**config.mk**
```make
export PLATFORM = sky130hd
export DESIGN_NAME = inst_buffer_flat
export DESIGN_NICKNAME = d
export VERILOG_FILES = /design/src/inst_if.sv /design/src/inst_buffer.sv /design/src/flat_wrapper.sv
export VERILOG_INCLUDE_DIRS = /design/src /design/src/include
export SDC_FILE = /design/constraint.sdc
export NUM_CORES = 1
export LEC_CHECK = 0
export BUFFER_PORTS_ARGS = -buffer_cell sky130_fd_sc_hd__buf_2
export CORE_MARGIN = 4
export CORE_UTILIZATION = 60
export CTS_CLUSTER_SIZE = 14
export DETAILED_ROUTE_END_ITERATION = 7
export PLACE_DENSITY_LB_ADDON = 0.05
export SLEW_MARGIN = 10
export SYNTH_ARGS = -nofsm -noshare
export SYNTH_HDL_FRONTEND = slang
export SYNTH_SLANG_ARGS = --single-unit
```
**constraint.sdc**
```tcl
create_clock -name clk -period 12.1 [get_ports clk]
set_input_delay 1.815 -clock clk [delete_from_list [all_inputs] [get_ports clk]]
set_output_delay 1.815 -clock clk [all_outputs]
set_load 0.01 [all_outputs]
```
**src/include/core_macros.svh**
```systemverilog
`ifndef CORE_MACROS_SVH
`define CORE_MACROS_SVH

// data path and address width
`define WORDSZ 64

// one RV instruction
`define INSTSZ 32

// register index width, 32 architectural registers
`define REGSZ 5

// instruction FIFO entries
// keep this a power of two and at least 4 so room can hold two pushes
`define IBUF_DEPTH 8

`endif

```
**src/inst_if.sv**
```systemverilog
`include "core_macros.svh"

// fetch -> buffer
interface inst_push_if;
  logic                push;  // one-cycle strobe per instruction
  logic [`INSTSZ-1:0]  inst;
  logic [`WORDSZ-1:0]  pc;
  logic                room;  // at least two free entries

  modport producer (
    output push, inst, pc,
    input  room
  );

  modport buffer (
    input  push, inst, pc,
    output room
  );
endinterface

// buffer -> decode
interface inst_pop_if;
  logic                avail;  // fifo not empty
  logic [`INSTSZ-1:0]  inst;   // head entry
  logic [`WORDSZ-1:0]  pc;
  logic                pop;

  modport buffer (
    output avail, inst, pc,
    input  pop
  );

  modport consumer (
    input  avail, inst, pc,
    output pop
  );
endinterface

```
**src/inst_buffer.sv**
```systemverilog
`include "core_macros.svh"

module inst_buffer (
  input  logic        clk,
  input  logic        reset,
  inst_push_if.buffer ip,
  inst_pop_if.buffer  op
);

  localparam int AW = $clog2(`IBUF_DEPTH);

  logic [`INSTSZ-1:0] inst_mem [`IBUF_DEPTH];
  logic [`WORDSZ-1:0] pc_mem   [`IBUF_DEPTH];
  logic [AW-1:0]      wr_ptr;
  logic [AW-1:0]      rd_ptr;
  logic [AW:0]        count;  // 0 .. IBUF_DEPTH

  always_ff @(posedge clk) begin
    if (reset) begin
      wr_ptr <= '0;
      rd_ptr <= '0;
      count  <= '0;
    end else begin
      if (ip.push) wr_ptr <= wr_ptr + 1'b1;  // wraps at depth
      if (op.pop)  rd_ptr <= rd_ptr + 1'b1;
      case ({ip.push, op.pop})
        2'b10:   count <= count + 1'b1;
        2'b01:   count <= count - 1'b1;
        default: count <= count;  // none, or push and pop together
      endcase
    end
  end

  // storage
  always_ff @(posedge clk) begin
    if (ip.push) begin
      inst_mem[wr_ptr] <= ip.inst;
      pc_mem[wr_ptr]   <= ip.pc;
    end
  end

  assign ip.room  = (count <= (AW+1)'(`IBUF_DEPTH - 2));  // fetch pushes in pairs
  assign op.avail = (count != '0);
  assign op.inst  = inst_mem[rd_ptr];  // head, visible the cycle after its push
  assign op.pc    = pc_mem[rd_ptr];

endmodule

```
**src/flat_wrapper.sv**
```systemverilog
// flat-port wrapper written by rule: the top's interface ports become plain ports
module inst_buffer_flat 
  (clk, reset, ip_push, ip_inst, ip_pc, ip_room, op_avail, op_inst, op_pc, op_pop);
  inst_push_if ip_i ();
  inst_pop_if op_i ();
  input  logic clk;
  input  logic reset;
  input wire logic [$bits(ip_i.push)-1:0] ip_push;
  input wire logic [$bits(ip_i.inst)-1:0] ip_inst;
  input wire logic [$bits(ip_i.pc)-1:0] ip_pc;
  output wire logic [$bits(ip_i.room)-1:0] ip_room;
  output wire logic [$bits(op_i.avail)-1:0] op_avail;
  output wire logic [$bits(op_i.inst)-1:0] op_inst;
  output wire logic [$bits(op_i.pc)-1:0] op_pc;
  input wire logic [$bits(op_i.pop)-1:0] op_pop;
  assign ip_i.push = ip_push;
  assign ip_i.inst = ip_inst;
  assign ip_i.pc = ip_pc;
  assign ip_room = ip_i.room;
  assign op_avail = op_i.avail;
  assign op_inst = op_i.inst;
  assign op_pc = op_i.pc;
  assign op_i.pop = op_pop;
  inst_buffer u_core (.clk(clk), .reset(reset), .ip(ip_i), .op(op_i));
endmodule
```
==> summary.txt <==
R2R depth: 4
DR vias/cell: 6.00
Hold EP: u_core.wr_ptr[2]
Post-synthesis async set-or-reset flop share: 0
Internal Dissipation: 4.63 mW
Yosys warns: 0
Top Ports: 198
Switching pwr: 1.21 mW
Rows: 80
Synth top area cells: edfxtp_1, mux4_2, mux2_2
Die extent in y: 230 um
Final hold viol count: 0
P per Cell Area: 174 mW/mm^2
Clock root buffer: clkbuf_16
WHS: 0.546 ns
Area after DPL: 0.0311 mm^2
R2R Setup Slk: 9.40 ns
Reg clk slew, reported paths: 0.06 ns
Sw Share: 0.206
Synth cell types: 25
Yosys top cell area share: 0.783
Register area share after synthesis: 0.792
Worst hold path depth: 2
Maximum VDD drop: 0.121 mV
Startpoint Class: flop
Post-CTS Hold Fix Bufs: 0
Most common cell in the netlist: edfxtp_1
Slew @ Worst Pin: 1.04 ns
CP Max Fanout: 50
Number of global-route vias before repair: 13710
Non-Filler Cell Area, Final: 0.0336 mm^2
Nets: 1533
Port buffer count: 197
Status: finished clean
Post-CTS setup buffer count: 0
CP endpoint kind: output port
Total die area: 0.0527 mm^2
Drt total wl: 56.4 mm
Total Power: 5.84 mW
WS Path Type: flop to output port
Antenna violations before repair: 12
Overflow after GRT: 0
Worst reg2reg path endpoint: u_core.inst_mem[1][24]
First-pass GRT wire length: 86.2 mm
Post-layout util: 0.698
CP required: 10.28 ns
Post-route DRC: 0
Clk_skew: 0.0166 ns
CTS Sinks: 781
Syn_nets: 1286
Die Wd: 230 um
Crit share post-route: 0.499
Avg Inst Size Synth: 24.9 um^2
Clk Latency, worst-skew pair: 0.59 ns
Pre-antenna DRT Iters: 5
Post-DP HPWL: 29.6 mm
Post-layout min period: 6.04 ns
CP arrival: 4.22 ns
Peak Freq: 166 MHz
Ys flop type: edfxtp_1
Largest net degree at the start of global routing: 69
Post-synth top cells: edfxtp_1, mux4_2, mux2_2, buf_6, clkbuf_1
P&R area growth vs syn: 14.1%
Final setup TNS: 0 ns
Total CTS buffers: 78
RSZ-0062 raised after global routing: false
DRT iter0 DRCs: 938
FF-to-FF Start: u_core.wr_ptr[0]
Hold_sp: u_core.wr_ptr[2]
Max cap viols: 0
H-tree levels: 3
Share of cells above drive strength 1: 0.423
Flop pwr share: 0.527
Logic pwr share: 0.079
Via count: 12852
Routed Antenna Nets: 0
Worst hold path type: flop to flop
Global-route usage over all layers: 0.219
Clock power share: 0.394
Core Region: 0.0481 mm^2
Yosys reg bits: 781
Final Wtd Congestion: 0.730
Slew HR: 0.306
Endpoints failing setup: 0
Post-cts sizing count: 0
Max Slew Vio Count: 0
Post-synth EDFFs: 768
CTS tree: done
Gate count after technology mapping: 1181
Initial core utilization: 0.612
Leak Pwr: 10.7 nW
Fill count: 2889
Synth Cell Area: 0.0294 mm^2
Synth area leader: edfxtp_1
DR WL/cell: 26.3 um
Clk buf depth: 3
## per-stage QoR
step | instances | setup slack [ns]
2_1_floorplan | 1181 | 3.03
3_3_place_gp | 2004 | 6.51
3_5_place_dp | 2004 | 6.51
4_1_cts | 2137 | 5.86
5_1_grt | 2138 | 5.60
6_report | 2141 | 6.06
## power by group through the flow
stage | Clock, mW | Combinational (mW) | Sequential, mW
5_1_grt | 2.48 | 0.499 | 3.09
4_1_cts | 2.35 | 0.471 | 3.08
6_report | 2.30 | 0.460 | 3.08
3_5_place_dp | 0 | 0.468 | 3.14
3_3_place_gp | 0 | 0.462 | 3.13
2_1_floorplan | 0 | 0.319 | 3.13
## layer usage
layer  vias to the layer above  wire length [um]  GRT usage
li1                       5542                 -          -
met1                      6875             23000      0.306
met2                       335             28600      0.357
met3                        88              3690     0.0563
met4                        12              1050     0.0512
met5                         -                64          0
## critical path: stages, from the launching register on
cell and delay (ns):
dfxtp_4 0.88, buf_4 0.74, buf_4 0.88, mux4_2 0.62
mux2_2 0.28, buf_2 0.15
## state kept, by name (all words and copies together) (netlist names), named ones only
signal           count
u_core.pc_mem      512
u_core.count         4
u_core.rd_ptr        3
u_core.inst_mem    256
u_core.wr_ptr        3
## layout make-up
type | count | area (um^2) | share of cell area
Inverter | 1 | 3.75 | 0.000112
Sequential cell | 781 | 23300 | 0.695
Clock buffer | 96 | 2080 | 0.0620
Clock inverter | 37 | 349 | 0.0104
Multi-Input combinational cell | 343 | 5810 | 0.173
Antenna cell | 4 | 10.0 | 0.000298
Timing Repair Buffer | 223 | 1180 | 0.0352
Tap cell | 656 | 821 | 0.0244
## kinds of logic after synthesis
| logic type | count (synthesis) | share of synthesized area |
|---|---|---|
| buffers and inverters | 57 | 0.0125 |
| AND/OR/NAND/NOR | 32 | 0.00489 |
| adder cells (fa/ha/maj) | 5 | 0.00212 |
| multiplexers | 292 | 0.185 |
| flip-flops | 781 | 0.792 |
| AO/OA/AOI/OAI | 7 | 0.00136 |
| XOR/XNOR | 7 | 0.00208 |
## layout by cell type, fill, tap and decap left out, types with 6 or more instances in the layout
cell type    n
mux2_2      97
edfxtp_1   768
clkinv_1    14
mux4_2     192
buf_2      197
nor2_1      10
nor2_4       6
dfxtp_1     10
clkbuf_1    15
bufinv_16    7
clkinv_2    14
buf_4       26
clkbuf_16   81
## how the worst max path moves through the flow
stage	from	endpoint	slack (ns)	cells after the start
2_1_floorplan	ip_push	u_core.inst_mem[0][0]	3.03	2
3_3_place_gp	flop	op_inst[30]	6.51	5
3_5_place_dp	flop	op_inst[26]	6.51	5
4_1_cts	flop	op_inst[26]	5.86	5
5_1_grt	flop	op_inst[25]	5.60	5
6_report	flop	op_inst[26]	6.06	5
Power figures use the tool's default switching activity.
