File: src/include/core_macros.svh
`ifndef CORE_MACROS_SVH
`define CORE_MACROS_SVH

// data path and address width
`define WORDSZ 64

// one RV instruction
`define INSTSZ 32

// register index width, 32 architectural registers
`define REGSZ 5

// instruction FIFO entries
// keep this a power of two and at least 4 so room can hold two pushes
`define IBUF_DEPTH 8

`endif

File: src/core_pkg.sv
`include "core_macros.svh"

package core_pkg;

  // major opcodes from inst[6:0]
  typedef enum logic [6:0] {
    OP_IMM   = 7'b0010011,  // addi andi ori xori slli srli
    OP_REG   = 7'b0110011,  // add sub and or xor sll srl
    OP_LUI   = 7'b0110111,
    OP_OTHER = 7'b1111111   // anything we don't execute
  } opcode_e;

  // alu operation picked by decode
  typedef enum logic [3:0] {
    ADD, SUB, AND, OR, XOR, SLL, SRL,
    PASS,  // result is operand b, used by lui
    NOP
  } alu_op_e;

  typedef enum logic [1:0] {
    F_IDLE,     // waiting for room in the buffer
    F_REQ,      // reqcyc up, waiting for reqack
    F_WAIT,     // waiting for respcyc, then low push
    F_PUSH_HI   // push upper half and step the address
  } fetch_state_e;

  // one decoded op handed from decode to execute
  typedef struct packed {
    alu_op_e             op;
    logic [`REGSZ-1:0]   rd;
    logic [`REGSZ-1:0]   rs1;
    logic [`REGSZ-1:0]   rs2;
    logic                imm_sel;  // operand b comes from imm
    logic [`WORDSZ-1:0]  a;        // rs1 value as read in decode
    logic [`WORDSZ-1:0]  b;        // rs2 value as read in decode
    logic [`WORDSZ-1:0]  imm;      // already sign extended
    logic                wr;       // writes a register other than x0
    logic [`WORDSZ-1:0]  pc;
  } dec_op_t;

endpackage

File: src/alu_exec.sv
`include "core_macros.svh"

module alu_exec (
  input  logic                clk,
  input  logic                reset,
  input  logic                dec_valid,
  input  core_pkg::dec_op_t   dec,
  output logic                wb_valid,
  output logic [`REGSZ-1:0]   wb_rd,
  output logic [`WORDSZ-1:0]  wb_data,
  output logic [`WORDSZ-1:0]  wb_pc
);

  logic               fwd_a, fwd_b;
  logic [`WORDSZ-1:0] a, b;
  logic [`WORDSZ-1:0] res;

  // previous result is still only in wb_data, decode read a stale value
  assign fwd_a = wb_valid && (wb_rd == dec.rs1);
  assign fwd_b = wb_valid && (wb_rd == dec.rs2) && !dec.imm_sel;

  assign a = fwd_a ? wb_data : dec.a;
  assign b = dec.imm_sel ? dec.imm : (fwd_b ? wb_data : dec.b);

  always_comb begin
    case (dec.op)
      core_pkg::ADD:  res = a + b;
      core_pkg::SUB:  res = a - b;
      core_pkg::AND:  res = a & b;
      core_pkg::OR:   res = a | b;
      core_pkg::XOR:  res = a ^ b;
      core_pkg::SLL:  res = a << b[5:0];  // rv64 shift amount
      core_pkg::SRL:  res = a >> b[5:0];
      core_pkg::PASS: res = b;            // lui
      default:        res = '0;
    endcase
  end

  always_ff @(posedge clk) begin
    if (reset) wb_valid <= 1'b0;
    else       wb_valid <= dec_valid && dec.wr;
  end

  // result register, also the forwarding source
  always_ff @(posedge clk) begin
    if (dec_valid && dec.wr) begin
      wb_rd   <= dec.rd;
      wb_data <= res;
      wb_pc   <= dec.pc;
    end
  end

endmodule

File: config.mk
export PLATFORM = sky130hd
export DESIGN_NAME = alu_exec
export DESIGN_NICKNAME = d
export VERILOG_FILES = /design/src/core_pkg.sv /design/src/alu_exec.sv
export VERILOG_INCLUDE_DIRS = /design/src /design/src/include
export SDC_FILE = /design/constraint.sdc
export NUM_CORES = 1
export LEC_CHECK = 0
export BUFFER_PORTS_ARGS = -buffer_cell sky130_fd_sc_hd__buf_2
export CAP_MARGIN = 10
export CORE_MARGIN = 2
export CORE_UTILIZATION = 35
export CTS_CLUSTER_SIZE = 10
export DETAILED_ROUTE_END_ITERATION = 6
export PLACE_DENSITY_LB_ADDON = 0.25
export SYNTH_ARGS = -nofsm -noshare
export SYNTH_HDL_FRONTEND = slang
export SYNTH_SLANG_ARGS = --single-unit
File: constraint.sdc
create_clock -name clk -period 25.3 [get_ports clk]
set_input_delay 6.325 -clock clk [delete_from_list [all_inputs] [get_ports clk]]
set_output_delay 6.325 -clock clk [all_outputs]
set_load 0.005 [all_outputs]
==> impl_metrics.toml, run 1 <==
[outcome]
violations = "DRC"
status = "finished with violations"

[timing]
setup_violations = 0
slew_headroom = 0.0519
period_share = 0.545
hold_viol_final = 0
setup_ws_ns = 11.52
drv_slew = 0
clock_skew_ns = 0.0285
rsz0062_at_grt = "no"
whs_ns = 1.38
tns_ns = 0
fmax_mhz = 72.6
tightest_slew_ns = 1.42
period_needed_ns = 13.78

[logic_synthesis]
synthesis.area_um2 = 25700
synth_top_area_frac = 0.155
async_reset_ff_frac = 0
synthDominantAreaCellType = "edfxtp_1"
yosys-top-cells-count = "nand2_1, a21oi_1, o21ai_0"
yosysMostFrequentCell = "nand2_1"
synth_cells = 3453
seq_area_frac_synth = 0.156
ys.flop_type = "edfxtp_1"
ys_warn_count = 0
avgSynthCellArea_um2 = 7.45
ys_ff_latch = 134
syn_nets = 3926
ys_types = 102
synth.area.top_cells = "edfxtp_1, ha_1, mux2i_1"
synth_edf_count = 133

[floorplan]
die_x_um = 275
dieHeight_um = 275
core_area_um2 = 72800
fp.dieArea_um2 = 75700
initial_core_util = 0.353
top_level_ports = 414
rows = 99

[route]
route.detailed.drc = 1
wl_met3_mm = 22.6
topRoutingLayerUsed = "met5"
routed_via_density = 6.83
drtAntennaViolNets = 0
drtPass1Iterations = 6
routedLengthMet1_mm = 68.0
wl_met2_mm = 66.6
wl_per_cell_um = 36.0
wirelength_mm = 170
vias = 32300
first_iter_violations = 5104

[setup_path]
critical_path_class = "primary input to register"
crit_path_start = "dec[257]"
crit_path_max_fanout = 51
cp-end-kind = "register"
r2r_cells = 21
critPathLaunchType = "primary input"
cp.arrival_ns = 14.05
r2r_slack_ns = 17.31
rr_endpoint = "wb_data[56]"
cp_data_required_time_ns = 25.57
timing.rr.start = "wb_rd[1]"

[global_routing]
grt_first_pass_wirelength_mm = 230
grt.total_usage = 0.432
grt_max_degree = 140
grt-ovfl-total = 0
grt_pass1_vias = 29100
antenna_found_initial = 8

[final_layout]
fill_cells = 7754
area_growth_pct = 14.7
drive_gt1_frac = 0.190
regArea_um2 = 4010
nNetsFinal = 4215
final_core_util = 0.405
postLayoutCellArea_um2 = 29500
multi_input_area_um2 = 19900

[clocking]
clk_latency_ns = 0.52
clockRootBuffer = "clkbuf_16"
cts_resized = 0
clock_tree.buffer_depth = 2
hold_buffers = 0
cts-htree-levels = 4
path_clk_slew_ns = 0.09
cts_tree = "built"
cts_setup_buffers = 0
cts_num_sinks = 134
cts-buffers-inserted = 17

[job]
drv_cap = 0

[place]
place_ws_ns = 11.24
place_area_um2 = 28900
portBuffers = 413
finalWeightedCongestion = 1.09
dp_hpwl_mm = 133

[hold_path]
min_to = "wb_data[12]"
hold_class = "register to register"
hold_start = "wb_data[12]"
min_path_cells = 4

[power]
powerDensity_nw_per_um2 = 47.1
ir_drop_mv = 0.0333
power.leakage_nw = 12.6
[layer usage]
| metal | up-vias | global-route usage |
|---|---|---|
| li1 | 13700 | - |
| met1 | 15500 | 0.571 |
| met2 | 2541 | 0.599 |
| met3 | 493 | 0.146 |
| met4 | 6 | 0.270 |
| met5 | - | 0 |
[cell families after synthesis]
family | after synthesis | synth area share
AOI/OAI and AO/OA | 1232 | 0.326
and+or+nand+nor | 1020 | 0.184
buffers and inverters | 441 | 0.0721
muxes | 303 | 0.124
adders and majority gates | 193 | 0.0942
DFF | 134 | 0.156
xor gates and xnor gates | 130 | 0.0446
[placed cells by master, fill, tap and decap left out, types with 68 or more instances in the layout]
master / count
a21oi_1: 246
buf_2: 412
buf_4: 134
edfxtp_1: 133
ha_1: 192
inv_1: 156
mux2i_1: 234
nand2_1: 370
nand3_1: 155
nor2_1: 227
o211ai_1: 74
o21ai_0: 246
o221ai_1: 68
xnor2_1: 110
[state kept, by name (all words and copies together), names as in the netlist]
signal / cells
wb_rd: 5
wb_pc: 64
wb_valid: 1
wb_data: 64
[how the worst max path moves through the flow]
stage	endpoint	slack [ns]	cells past startpoint
CTS	wb_data[56]	11.79	21
finish	wb_data[56]	11.52	21
floorplan	wb_data[51]	12.85	25
global route	wb_data[56]	11.20	24
global placement	wb_data[56]	11.36	20
detailed placement	wb_data[56]	11.24	21
[stage by stage]
stage / power [W] / cells
after floorplan: 0.000733 / 3453
after global placement: 0.00107 / 4681
after detailed placement: 0.00107 / 4681
after CTS: 0.00135 / 4713
after global routing: 0.00142 / 4714
final: 0.00139 / 4723
[final cells by class]
class                   instances  area share
diodes                          9    0.000763
clock buffers                  17      0.0144
clock inverters                15     0.00547
inverters                     162      0.0209
multi-input cells            2878       0.676
flip-flops and latches        134       0.136
well taps                     959      0.0407
repair buffers                549       0.106
[critical path, stage by stage]
cell      delay (ns)
buf_4           0.26
inv_2           0.75
nand3_1         0.39
nor2_2          0.50
a221o_1         0.57
nand4_1         0.38
nor2b_1         0.42
nand2_1         0.20
nor4_1          0.49
a31oi_1         0.18
xnor2_1         0.17
ha_1            0.36
and3_1          0.25
nand4_1         0.13
o31ai_1         0.71
a41oi_1         0.45
o21ai_1         0.56
a21o_1          0.20
a21oi_1         0.07
xnor2_1         0.17
a2111o_1        0.43
[report_power, final]
part	total, W	internal, W	switching [W]
sequential	0.000288	0.000264	0.0000243
clock	0.000271	0.000132	0.000139
combinational	0.000832	0.000260	0.000571
total	0.00139	0.000656	0.000735
(Power assumes the default switching activity.)
==> run 2, diff against run 1 <==
- clock period: 25.3 -> 14 ns (I/O delays scaled with it)
==> impl_metrics.toml, run 2 (same netlist as run 1, synthesis figures left out) <==
[final_layout]
mostFrequentLayoutCell = "buf_2"
fill_cells = 7737
multi_input_area_um2 = 20000
final_cell_mix = "buf_2, nand2_1, o21ai_0, a21oi_1, mux2i_1"
regArea_um2 = 4010
drive_gt1_frac = 0.191
nNetsFinal = 4219
reg_top3 = "wb_data x64, wb_pc x64, wb_rd x5"
area_growth_pct = 14.8

[timing]
clock_skew_ns = 0.0365
slew_headroom = 0.0369
rsz0062_at_grt = "no"
hold_viol_final = 0
fmax_mhz = 91.4
tightest_slew_ns = 1.43
setup_violations = 0
period_needed_ns = 10.94
period_share = 0.782
tns_ns = 0
drv_slew = 0

[power]
comb_power_share = 0.595
p_seq_frac = 0.206
power.leakage_nw = 12.6
ir_drop_mv = 0.0693
sw_frac_of_total = 0.528
p_sw_w = 0.00134
powerDensity_nw_per_um2 = 85.8
p_clk_frac = 0.199
p_int_w = 0.00120
total_power_w = 0.00253

[route]
vias = 32300
route.detailed.drc = 0
drtAntennaViolNets = 0
first_iter_violations = 5670
drtPass1Iterations = 6
routed_via_density = 6.83
wirelength_mm = 172
wl_per_cell_um = 36.4

[setup_path]
cp.arrival_ns = 11.19
path_cells = "buf_4 > inv_2 > nand3_1 > nor2_2 > a221o_1 > nand4_1 > nor2b_1 > nor2_1 > xnor2_1 > ha_1 > a21o_1 > or4_1 > a21oi_1 > o31ai_1 > a31oi_1 > o31ai_1 > a221oi_1 > mux2i_1 > nor2_1 > or4_1"
crit_slowest_cell = "a221oi_1"
crit_buf_inv = 2
r2r_slack_ns = 5.71
cp-end-kind = "register"
cpPeakStageDelay_ns = 0.80
cp_data_required_time_ns = 14.25
critical_path_class = "primary input to register"
crit_family = "compound AO/OA/AOI/OAI gates"
critPathLaunchType = "primary input"
crit_path_max_fanout = 51

[floorplan]
top_level_ports = 414
core_area_um2 = 72800
initial_core_util = 0.353
dieHeight_um = 275
fp.dieArea_um2 = 75700
die_x_um = 275
rows = 99

[clocking]
cts-htree-levels = 4
clockRootBuffer = "clkbuf_16"
cts_num_sinks = 134
cts_resized = 0
cts_tree = "built"
hold_buffers = 0
cts-buffers-inserted = 17
cts_setup_buffers = 0
clk_latency_ns = 0.53
path_clk_slew_ns = 0.08
clock_tree.buffer_depth = 2

[job]
drv_cap = 0

[place]
portBuffers = 413
dp_hpwl_mm = 135
finalWeightedCongestion = 1.10

[global_routing]
grt_pass1_vias = 29200
grt_first_pass_wirelength_mm = 234
grt.total_usage = 0.440
antenna_found_initial = 8
grt_max_degree = 96
grt-ovfl-total = 0

[outcome]
status = "finished clean"

[hold_path]
hold_class = "register to register"
==> run 2: cell types whose count changed in the layout (fill, tap and decap cells not counted), moves of 2 or more <==
cell	previous run	this run
clkinvlp_4	1	4
inv_8	5	3
buf_4	134	139
diode_2	9	4
clkinv_8	3	1
inv_6	3	5
==> run 2: area by class of cell <==
| type | instances | area share |
|---|---|---|
| Multi-Input combinational cell | 2878 | 0.676 |
| Sequential cell | 134 | 0.136 |
| Timing Repair Buffer | 553 | 0.106 |
| Tap cell | 959 | 0.0407 |
| Inverter | 162 | 0.0209 |
| Clock buffer | 17 | 0.0144 |
| Clock inverter | 15 | 0.00551 |
| Antenna cell | 4 | 0.000339 |
==> run 2: power by group through the flow <==
stage | combinational (W) | clock, W | sequential (W)
5_1_grt | 0.00154 | 0.000518 | 0.000520
6_report | 0.00151 | 0.000504 | 0.000521
3_5_place_dp | 0.00142 | 0 | 0.000526
4_1_cts | 0.00142 | 0.000514 | 0.000517
2_1_floorplan | 0.000820 | 0 | 0.000505
3_3_place_gp | 0.00143 | 0 | 0.000526
==> run 2: worst paths after layout <==
path                       to         from  depth (start not counted)
setup / recovery  wb_data[51]     dec[257]                         20
hold / removal    wb_data[12]  wb_data[12]                          4
setup reg to reg  wb_data[51]     wb_rd[3]                         24
hold reg to reg   wb_data[12]  wb_data[12]                          4
==> run 2: per-stage QoR <==
step                hold WS (ns)  setup slack [ns]  area [um^2]   util  instances
detailed placement          1.29              2.85        28900  0.397       4685
global placement            1.32              3.01        28900  0.397       4685
CTS                         1.31              3.35        29500  0.405       4717
floorplan                  0.879              4.38        25700      -       3453
global route                1.37              2.70        29500  0.405       4718
finish                      1.37              3.06        29500  0.405       4722
==> run 2: worst reg2reg max path, stage by stage (launching register included) <==
cell      delay [ns]
edfxtp_1        0.49
xnor2_1         0.26
nand4_2         0.12
buf_4           0.25
nor2_1          0.92
buf_4           0.36
o311a_1         0.52
nand4_1         0.55
nor4_2          0.56
and2_1          0.29
nand3b_1        0.17
o31ai_1         0.28
xnor2_1         0.11
ha_1            0.42
a21oi_1         0.23
o21bai_1        0.08
a21oi_1         0.29
nor2b_1         0.08
o21a_1          0.18
o21ai_0         0.16
nand2b_1        0.08
a221oi_1        0.78
mux2i_1         0.28
nor2_1          0.06
or4_1           0.53
==> run 2: routing by layer <==
layer / vias to the layer above / track usage / wire [um]
li1: 13700 / - / -
met1: 15600 / 0.581 / 69100
met2: 2508 / 0.609 / 68100
met3: 497 / 0.156 / 22800
met4: 8 / 0.267 / 12200
met5: - / 0 / 55
