`src/include/core_macros.svh`:
```
`ifndef CORE_MACROS_SVH
`define CORE_MACROS_SVH

// data path and address width
`define WORDSZ 64

// one RV instruction
`define INSTSZ 32

// register index width, 32 architectural registers
`define REGSZ 5

// instruction FIFO entries
// keep this a power of two and at least 4 so room can hold two pushes
`define IBUF_DEPTH 8

`endif

```
`src/core_pkg.sv`:
```
`include "core_macros.svh"

package core_pkg;

  // major opcodes from inst[6:0]
  typedef enum logic [6:0] {
    OP_IMM   = 7'b0010011,  // addi andi ori xori slli srli
    OP_REG   = 7'b0110011,  // add sub and or xor sll srl
    OP_LUI   = 7'b0110111,
    OP_OTHER = 7'b1111111   // anything we don't execute
  } opcode_e;

  // alu operation picked by decode
  typedef enum logic [3:0] {
    ADD, SUB, AND, OR, XOR, SLL, SRL,
    PASS,  // result is operand b, used by lui
    NOP
  } alu_op_e;

  typedef enum logic [1:0] {
    F_IDLE,     // waiting for room in the buffer
    F_REQ,      // reqcyc up, waiting for reqack
    F_WAIT,     // waiting for respcyc, then low push
    F_PUSH_HI   // push upper half and step the address
  } fetch_state_e;

  // one decoded op handed from decode to execute
  typedef struct packed {
    alu_op_e             op;
    logic [`REGSZ-1:0]   rd;
    logic [`REGSZ-1:0]   rs1;
    logic [`REGSZ-1:0]   rs2;
    logic                imm_sel;  // operand b comes from imm
    logic [`WORDSZ-1:0]  a;        // rs1 value as read in decode
    logic [`WORDSZ-1:0]  b;        // rs2 value as read in decode
    logic [`WORDSZ-1:0]  imm;      // already sign extended
    logic                wr;       // writes a register other than x0
    logic [`WORDSZ-1:0]  pc;
  } dec_op_t;

endpackage

```
`src/inst_if.sv`:
```
`include "core_macros.svh"

// fetch -> buffer
interface inst_push_if;
  logic                push;  // one-cycle strobe per instruction
  logic [`INSTSZ-1:0]  inst;
  logic [`WORDSZ-1:0]  pc;
  logic                room;  // at least two free entries

  modport producer (
    output push, inst, pc,
    input  room
  );

  modport buffer (
    input  push, inst, pc,
    output room
  );
endinterface


```
`src/bus_fetch.sv`:
```
`include "core_macros.svh"

module bus_fetch (
  input  logic                clk,
  input  logic                reset,
  input  logic [`WORDSZ-1:0]  entry,
  output logic                bus_reqcyc,
  output logic [`WORDSZ-1:0]  bus_req,
  input  logic                bus_reqack,
  input  logic                bus_respcyc,
  input  logic [`WORDSZ-1:0]  bus_resp,
  output logic                bus_respack,
  inst_push_if.producer       ip
);

  core_pkg::fetch_state_e state;
  logic [`WORDSZ-1:0] addr;      // word aligned fetch address, entry assumed 8 byte aligned
  logic [`WORDSZ-1:0] word;      // last response, two instructions
  logic               lo_pend;   // cycle after respcyc, ack and low push
  logic               resp_take;

  // only one request in flight, so any respcyc belongs to us
  assign resp_take = bus_respcyc && !lo_pend &&
                     (state == core_pkg::F_REQ || state == core_pkg::F_WAIT);

  always_ff @(posedge clk) begin
    if (reset) begin
      state   <= core_pkg::F_IDLE;
      addr    <= entry;
      lo_pend <= 1'b0;
    end else begin
      lo_pend <= resp_take;
      case (state)
        core_pkg::F_IDLE: begin
          if (ip.room) state <= core_pkg::F_REQ;  // both halves are sure to fit
        end
        core_pkg::F_REQ: begin
          if (bus_reqack) state <= core_pkg::F_WAIT;
        end
        core_pkg::F_WAIT: begin
          if (lo_pend) state <= core_pkg::F_PUSH_HI;  // low half goes out this cycle
        end
        core_pkg::F_PUSH_HI: begin
          addr  <= addr + `WORDSZ'(8);  // next word
          state <= core_pkg::F_IDLE;
        end
        default: state <= core_pkg::F_IDLE;
      endcase
    end
  end

  // payload only
  always_ff @(posedge clk) begin
    if (resp_take) word <= bus_resp;
  end

  assign bus_reqcyc  = (state == core_pkg::F_REQ);  // held until reqack
  assign bus_req     = addr;
  assign bus_respack = lo_pend;

  // low instruction at addr, high one at addr+4
  assign ip.push = lo_pend || (state == core_pkg::F_PUSH_HI);
  assign ip.inst = (state == core_pkg::F_PUSH_HI) ? word[`WORDSZ-1:`INSTSZ]
                                                  : word[`INSTSZ-1:0];
  assign ip.pc   = (state == core_pkg::F_PUSH_HI) ? addr + `WORDSZ'(4) : addr;

endmodule

```
`src/flat_wrapper.sv`:
```
// flat-port wrapper written by rule: the top's interface ports become plain ports
module bus_fetch_flat 
  (clk, reset, entry, bus_reqcyc, bus_req, bus_reqack, bus_respcyc, bus_resp, bus_respack, ip_push, ip_inst, ip_pc, ip_room);
  inst_push_if ip_i ();
  input  logic clk;
  input  logic reset;
  input  logic [`WORDSZ-1:0] entry;
  output logic bus_reqcyc;
  output logic [`WORDSZ-1:0] bus_req;
  input  logic bus_reqack;
  input  logic bus_respcyc;
  input  logic [`WORDSZ-1:0] bus_resp;
  output logic bus_respack;
  output wire logic [$bits(ip_i.push)-1:0] ip_push;
  output wire logic [$bits(ip_i.inst)-1:0] ip_inst;
  output wire logic [$bits(ip_i.pc)-1:0] ip_pc;
  input wire logic [$bits(ip_i.room)-1:0] ip_room;
  assign ip_push = ip_i.push;
  assign ip_inst = ip_i.inst;
  assign ip_pc = ip_i.pc;
  assign ip_i.room = ip_room;
  bus_fetch u_core (.clk(clk), .reset(reset), .entry(entry), .bus_reqcyc(bus_reqcyc), .bus_req(bus_req), .bus_reqack(bus_reqack), .bus_respcyc(bus_respcyc), .bus_resp(bus_resp), .bus_respack(bus_respack), .ip(ip_i));
endmodule
```
`config.mk`:
```
export PLATFORM = sky130hd
export DESIGN_NAME = bus_fetch_flat
export DESIGN_NICKNAME = d
export VERILOG_FILES = /design/src/core_pkg.sv /design/src/inst_if.sv /design/src/bus_fetch.sv /design/src/flat_wrapper.sv
export VERILOG_INCLUDE_DIRS = /design/src /design/src/include
export SDC_FILE = /design/constraint.sdc
export NUM_CORES = 1
export LEC_CHECK = 0
export BUFFER_PORTS_ARGS = -buffer_cell sky130_fd_sc_hd__buf_2
export CORE_MARGIN = 3
export CORE_UTILIZATION = 35
export DETAILED_ROUTE_END_ITERATION = 12
export GPL_TIMING_DRIVEN = 0
export SYNTH_ARGS = -nofsm -noshare
export SYNTH_HDL_FRONTEND = slang
export SYNTH_SLANG_ARGS = --single-unit
export TNS_END_PERCENT = 30
```
`constraint.sdc`:
```
create_clock -name clk -period 5.3 [get_ports clk]
set_input_delay 1.06 -clock clk [delete_from_list [all_inputs] [get_ports clk]]
set_output_delay 1.06 -clock clk [all_outputs]
set_load 0.005 [all_outputs]
```
==> metrics.txt, run 1 <==
run status=complete, no violations; grt total ovfl=0; first-pass GRT wire length=41500 µm; cts bufs inserted=17; Post-Syn Area per Cell=10.2 µm²; Relative slew margins=15.3%; initial antenna violation count=0; Die Span X=156 µm; TNS Setup=0 ns; critical path class=register to primary output; final hold slack=0.548 ns; number of flops mapped to enable cells by yosys=128; post-cts sizing count=0; commonest non-fill, non-tap cell in the layout=buf_2; synthesis-stage register bit count=131; Final setup viols=0; Post-CTS Setup Bufs=0; endpoint type of the worst setup path=primary output; FILL cells=2155; Final Hold Viols=0; fin crit share=87.2%; Max Cap Violations=0; Max FO, Critical Path=9; worst vdd ir=242 µV; H-tree levels=4; power density over the cells=356 nW/µm²; IO Port Bufs=294; routed vias/inst=5.33; Startpoint Class=register; Clock Latency Late Sink=0.43 ns; # diodes=0; Core Region=22000 µm²; FP Rows=54; Syn. warnings=0; worst clock skew=0.0152 ns; GRT Overall Usage=22.4%; Syn Nets=911; wire per inst=20.2 µm; Area Overhead vs Synth=30.7%; CTS tree=built; DP Cell Count=1346; Clock Sinks=131; Clock Root Buffer=clkbuf_16; Reg clk slew, reported paths=0.06 ns; Final HPWL DP=21700 µm; Mapped Cells=771; Async S/R FF share, synth=0%; Initial Util=35.9%; worst slew pin tran=1.26 ns; nets=1225; Worst Hold Depth=2; first drt pass iteration count=5; die height=156 µm; RSZ-0062 raised after global routing=false; Seq/Total Area, Yosys=49.6%; Synth Cell Area=7870 µm²; vias post-DR=7342; Top-Level Pins=296; Remaining DRCs=0; Cell Count, Final, Fillers Out=1378; Routability Congestion=0.919; most frequent cells in the layout=buf_2 (301), edfxtp_1 (128), nand2_1 (97); initial drt markers=577; Post-DRT Antenna Nets=0; Synth Flop Type=edfxtp_1; WP data required=4.24 ns; Post-Route WL=27900 µm; Die ar.=24300 µm²; Hold Crit Class=register to register; Final Slew Violations=0; Synth cell types=55; share of post-route cells with drive strength above 1=35.3%; # hold bufs at CTS=0; worst r2r path cells=5; Pleak=3.92 nW; Clock Tree Buf Depth=2; min Tclk post-route=4.62 ns; largest net degree at the start of global routing=62; FMAX=216 MHz; critical path arrival=3.56 ns; vias in the first global route=7152
cell usage after synthesis (6+ instances only):
cell type	n	area [µm²]
a31oi_1	8	50.1
and3_1	7	43.8
ha_1	7	87.6
clkbuf_1	43	161
buf_2	7	35.0
nor3_1	34	170
nand2_1	97	364
and4_1	6	52.6
edfxtp_1	128	3840
xor2_1	52	455
or4_1	11	82.6
nor2_1	54	203
and2_1	7	43.8
nand3_1	31	155
inv_1	8	30.0
o21ai_0	47	235
or3_1	8	50.1
nor4_1	26	163
mux2_2	34	383
nand4_1	45	282
xnor2_1	50	438
cell families (layout without fill, tap and decap cells):
family	after synthesis	after routing	synth area share (%)
flops	131	131	49.6
xor+xnor	102	102	11.3
compound gates	72	72	5.45
fa+ha+maj	7	7	1.11
buf+inv	68	395	3.66
simple gates	354	354	23.6
mux	37	37	5.24
critical path: stages (launching register included):
cell and delay, ns:
edfxtp_1 0.52, ha_1 0.22, nand4_1 0.34, or4_1 0.60
clkbuf_1 0.30, nor3_1 0.60, nand2_1 0.15, xnor2_1 0.24
buf_2 0.15
metrics by stage:
| stage | instance area (µm²) | setup WS [ns] | power, mW | util, % |
|---|---|---|---|---|
| detailed placement | 9720 | 1.08 | 2.54 | 44.3 |
| global route | 10300 | 0.409 | 3.85 | 46.9 |
| global placement | 9690 | 0.0825 | 2.53 | 44.1 |
| finish | 10300 | 0.677 | 3.66 | 46.9 |
| CTS | 10300 | 0.619 | 3.69 | 46.9 |
| floorplan | 7870 | 1.01 | 2.08 | - |
cell type report:
| class | count | area (µm²) | share of cell area (%) |
|---|---|---|---|
| Clock buffer | 17 | 425 | 4.13 |
| Sequential cell | 131 | 3900 | 37.9 |
| Buffer | 59 | 254 | 2.47 |
| Timing Repair Buffer | 295 | 1490 | 14.5 |
| Inverter | 9 | 33.8 | 0.328 |
| Clock inverter | 15 | 141 | 1.37 |
| Multi-Input combinational cell | 572 | 3690 | 35.9 |
| Tap cell | 280 | 350 | 3.40 |
sequential cells by signal, summed over array words and instances (netlist names):
signal,count
u_core.bus_req,64
u_core.state,2
u_core.word,64
u_core.bus_respack,1
report_power, final:
group / switching, mW / total, mW / internal, mW
logic: 0.538 / 0.952 / 0.414
clock network: 0.532 / 1.15 / 0.620
registers: 0.132 / 1.56 / 1.43
total: 1.20 / 3.66 / 2.46
path summary, 6_finish.rpt:
path,slack (ns),endpoint,start
setup / recovery,0.68,ip_pc[48],u_core.bus_req[2]
hold / removal,0.55,u_core.state[0],u_core.state[0]
setup reg to reg,2.17,u_core.bus_req[51],u_core.bus_req[6]
hold reg to reg,0.55,u_core.state[0],u_core.state[0]
layer usage:
metal  part of all wire, %  track usage (%)  vias up  wire [µm]
met5                     0                0        -          0
met4                   2.3             6.90        0        642
met3                    10             6.52       52       2850
met2                    49             38.4      389      13500
met1                    39             27.2     3424      10900
li1                      -                -     3477          -
Note: power is estimated with default switching activity, not from simulation.
==> run 2, diff against run 1 <==
--- a/config.mk
+++ b/config.mk
@@ -7,10 +7,14 @@
 export NUM_CORES = 1
 export LEC_CHECK = 0
 export BUFFER_PORTS_ARGS = -buffer_cell sky130_fd_sc_hd__buf_2
+export CELL_PAD_IN_SITES_DETAIL_PLACEMENT = 0
+export CELL_PAD_IN_SITES_GLOBAL_PLACEMENT = 2
 export CORE_MARGIN = 3
-export CORE_UTILIZATION = 35
+export CORE_UTILIZATION = 30
 export DETAILED_ROUTE_END_ITERATION = 12
 export GPL_TIMING_DRIVEN = 0
+export MAX_ROUTING_LAYER = met4
+export PLACE_DENSITY_LB_ADDON = 0.1
 export SYNTH_ARGS = -nofsm -noshare
 export SYNTH_HDL_FRONTEND = slang
 export SYNTH_SLANG_ARGS = --single-unit
==> run 2 against run 1 <==
  * Cell count up 3.8%
  * Core utilization down 6.1 points
  * Sequential power about the same
  * Clock power about the same
  * Critical path depth unchanged
  * Die area up 16%
  * Maximum frequency down 2.6%
  * Register-to-register slack worse by 0.11 ns
  * Clock-buffer cell count unchanged
  * Wire length up 8.6%
==> metrics.txt, run 2 (synthesis results as in run 1) <==
Startpoint Class=register; RR Endpoint=u_core.bus_req[51]; Hold EP=u_core.bus_respack; Final HPWL DP=23300 µm (+7.3%); worst slew pin tran=1.42 ns (+0.156 ns); wire per inst=21.2 µm (+4.7%); min Tclk post-route=4.75 ns (+0.123 ns); Pleak=3.92 nW (about the same); fin crit share=89.6% (+2.3 points); vias in the first global route=7486 (+4.7%); Crit path largest cell delay=0.64 ns (+0.04 ns); Clock Root Buffer=clkbuf_16; GRT Overall Usage=21.9% (-0.47 points); IO Port Bufs=294 (unchanged); DP Cell Count=1397 (+3.8%); Reg clk slew, reported paths=0.07 ns (about the same); Clock Sinks=131 (unchanged); post-cts sizing count=0 (unchanged); largest net degree at the start of global routing=36 (-42%); run status=complete, no violations; Core Region=25500 µm² (+16%); WP data required=4.24 ns (about the same); TNS Setup=0 ns (unchanged); Die ar.=28200 µm² (+16%); power density over the cells=356 nW/µm² (about the same); # hold bufs at CTS=0 (unchanged); first drt pass iteration count=5 (unchanged); Area Overhead vs Synth=31.8%; Initial Util=30.9% (-4.9 points); vias post-DR=7185 (-2.1%); CP top delay family=simple AND/OR/NAND/NOR gates; Post-DRT Antenna Nets=0 (unchanged); die height=168 µm (+7.7%); R2R Path Start=u_core.bus_req[20]; routed vias/inst=5.02 (-5.7%); Relative slew margins=4.77% (-11 points); Final setup viols=0 (unchanged); cts bufs inserted=17 (unchanged); initial drt markers=438 (-24%); Post-CTS Setup Bufs=0 (unchanged); Remaining DRCs=0 (unchanged); share of post-route cells with drive strength above 1=35.3% (about the same); FMAX=211 MHz (-2.6%); grt total ovfl=0 (unchanged); critical path class=register to primary output; initial antenna violation count=1 (+1); endpoint type of the worst setup path=primary output; Top-Level Pins=296 (unchanged); Die Span X=168 µm (+7.7%); first-pass GRT wire length=45700 µm (+10%); Final Slew Violations=0 (unchanged); Post-Route WL=30300 µm (+8.6%); Max Cap Violations=0 (unchanged); worst clock skew=0.0152 ns (+0.00000380 ns); Max FO, Critical Path=9 (unchanged); worst vdd ir=325 µV (+34%); Worst Hold Depth=1 (-1); CP bufs+invs=2 (unchanged); Reg2Reg Setup Slack=2.06 ns (-0.11 ns); nets=1226 (+0.082%); Clock Latency Late Sink=0.43 ns (about the same); worst r2r path cells=5 (unchanged); Clock Tree Buf Depth=2 (unchanged); H-tree levels=4 (unchanged); Cell Count, Final, Fillers Out=1430 (+3.8%); final hold slack=0.555 ns (+0.00724 ns); critical path arrival=3.69 ns (+0.13 ns); Hold Crit Class=register to register; RSZ-0062 raised after global routing=false; most frequent cells in the layout=buf_2 (301), edfxtp_1 (128), nand2_1 (97); critical path's slowest cell=nor3_1; Routability Congestion=0.853 (-7.2%); Final Hold Viols=0 (unchanged); CTS tree=built; Hold Crit Start=u_core.bus_respack; commonest non-fill, non-tap cell in the layout=buf_2; FP Rows=58 (+7.4%); final core occ=40.7% (-6.1 points); worst path cell trace=ha_1 -> nand4_1 -> or4_1 -> clkbuf_1 -> nor3_1 -> nand2_1 -> xnor2_1 -> buf_2
run 2: changes by cell type in the layout (fill, tap and decap cells not counted):
cell        before  now
inv_8            3    5
clkinvlp_4       1    3
inv_6            4    3
clkinv_1         1    2
clkinv_4         5    2
clkinv_2         1    0
diode_2          0    1
buf_12           1    2
run 2: worst max path at each step:
stage | startpoint | endpoint | cells after the start
4_1_cts | u_core.bus_req[2] | ip_pc[48] | 8
5_1_grt | u_core.bus_req[2] | ip_pc[36] | 8
6_report | u_core.bus_req[2] | ip_pc[48] | 8
3_3_place_gp | bus_respcyc | u_core.word[48] | 3
3_5_place_dp | u_core.bus_req[2] | ip_pc[48] | 8
2_1_floorplan | bus_respcyc | u_core.word[0] | 2
run 2: power breakdown:
group	switching [mW]	total (mW)	internal (mW)
clock network	0.556	1.18	0.622
logic	0.542	0.960	0.418
registers	0.128	1.55	1.42
run 2: cell type report:
class | count | area (µm²)
Clock buffer | 17 | 425
Buffer | 59 | 254
Multi-Input combinational cell | 572 | 3690
Sequential cell | 131 | 3900
Clock inverter | 15 | 143
Timing Repair Buffer | 296 | 1510
Tap cell | 330 | 413
Fill cell | 2647 | 15100
Antenna cell | 1 | 2.50
Inverter | 9 | 33.8
run 2: per-stage QoR:
stage / setup WS [ns] / instance area, µm² / power (mW)
finish: 0.553 / 10400 / 3.69
global route: 0.376 / 10400 / 3.91
CTS: 0.559 / 10400 / 3.74
detailed placement: 1.04 / 9810 / 2.55
global placement: -0.0970 / 9760 / 2.54
floorplan: 1.01 / 7870 / 2.08
run 2: routing by layer:
| metal | up-vias | track usage [%] | routed length, µm |
|---|---|---|---|
| li1 | 3476 | - | - |
| met5 | - | - | 0 |
| met4 | 0 | 5.76 | 639 |
| met3 | 33 | 5.82 | 2160 |
| met1 | 3402 | 26.6 | 12800 |
| met2 | 274 | 36.3 | 14700 |
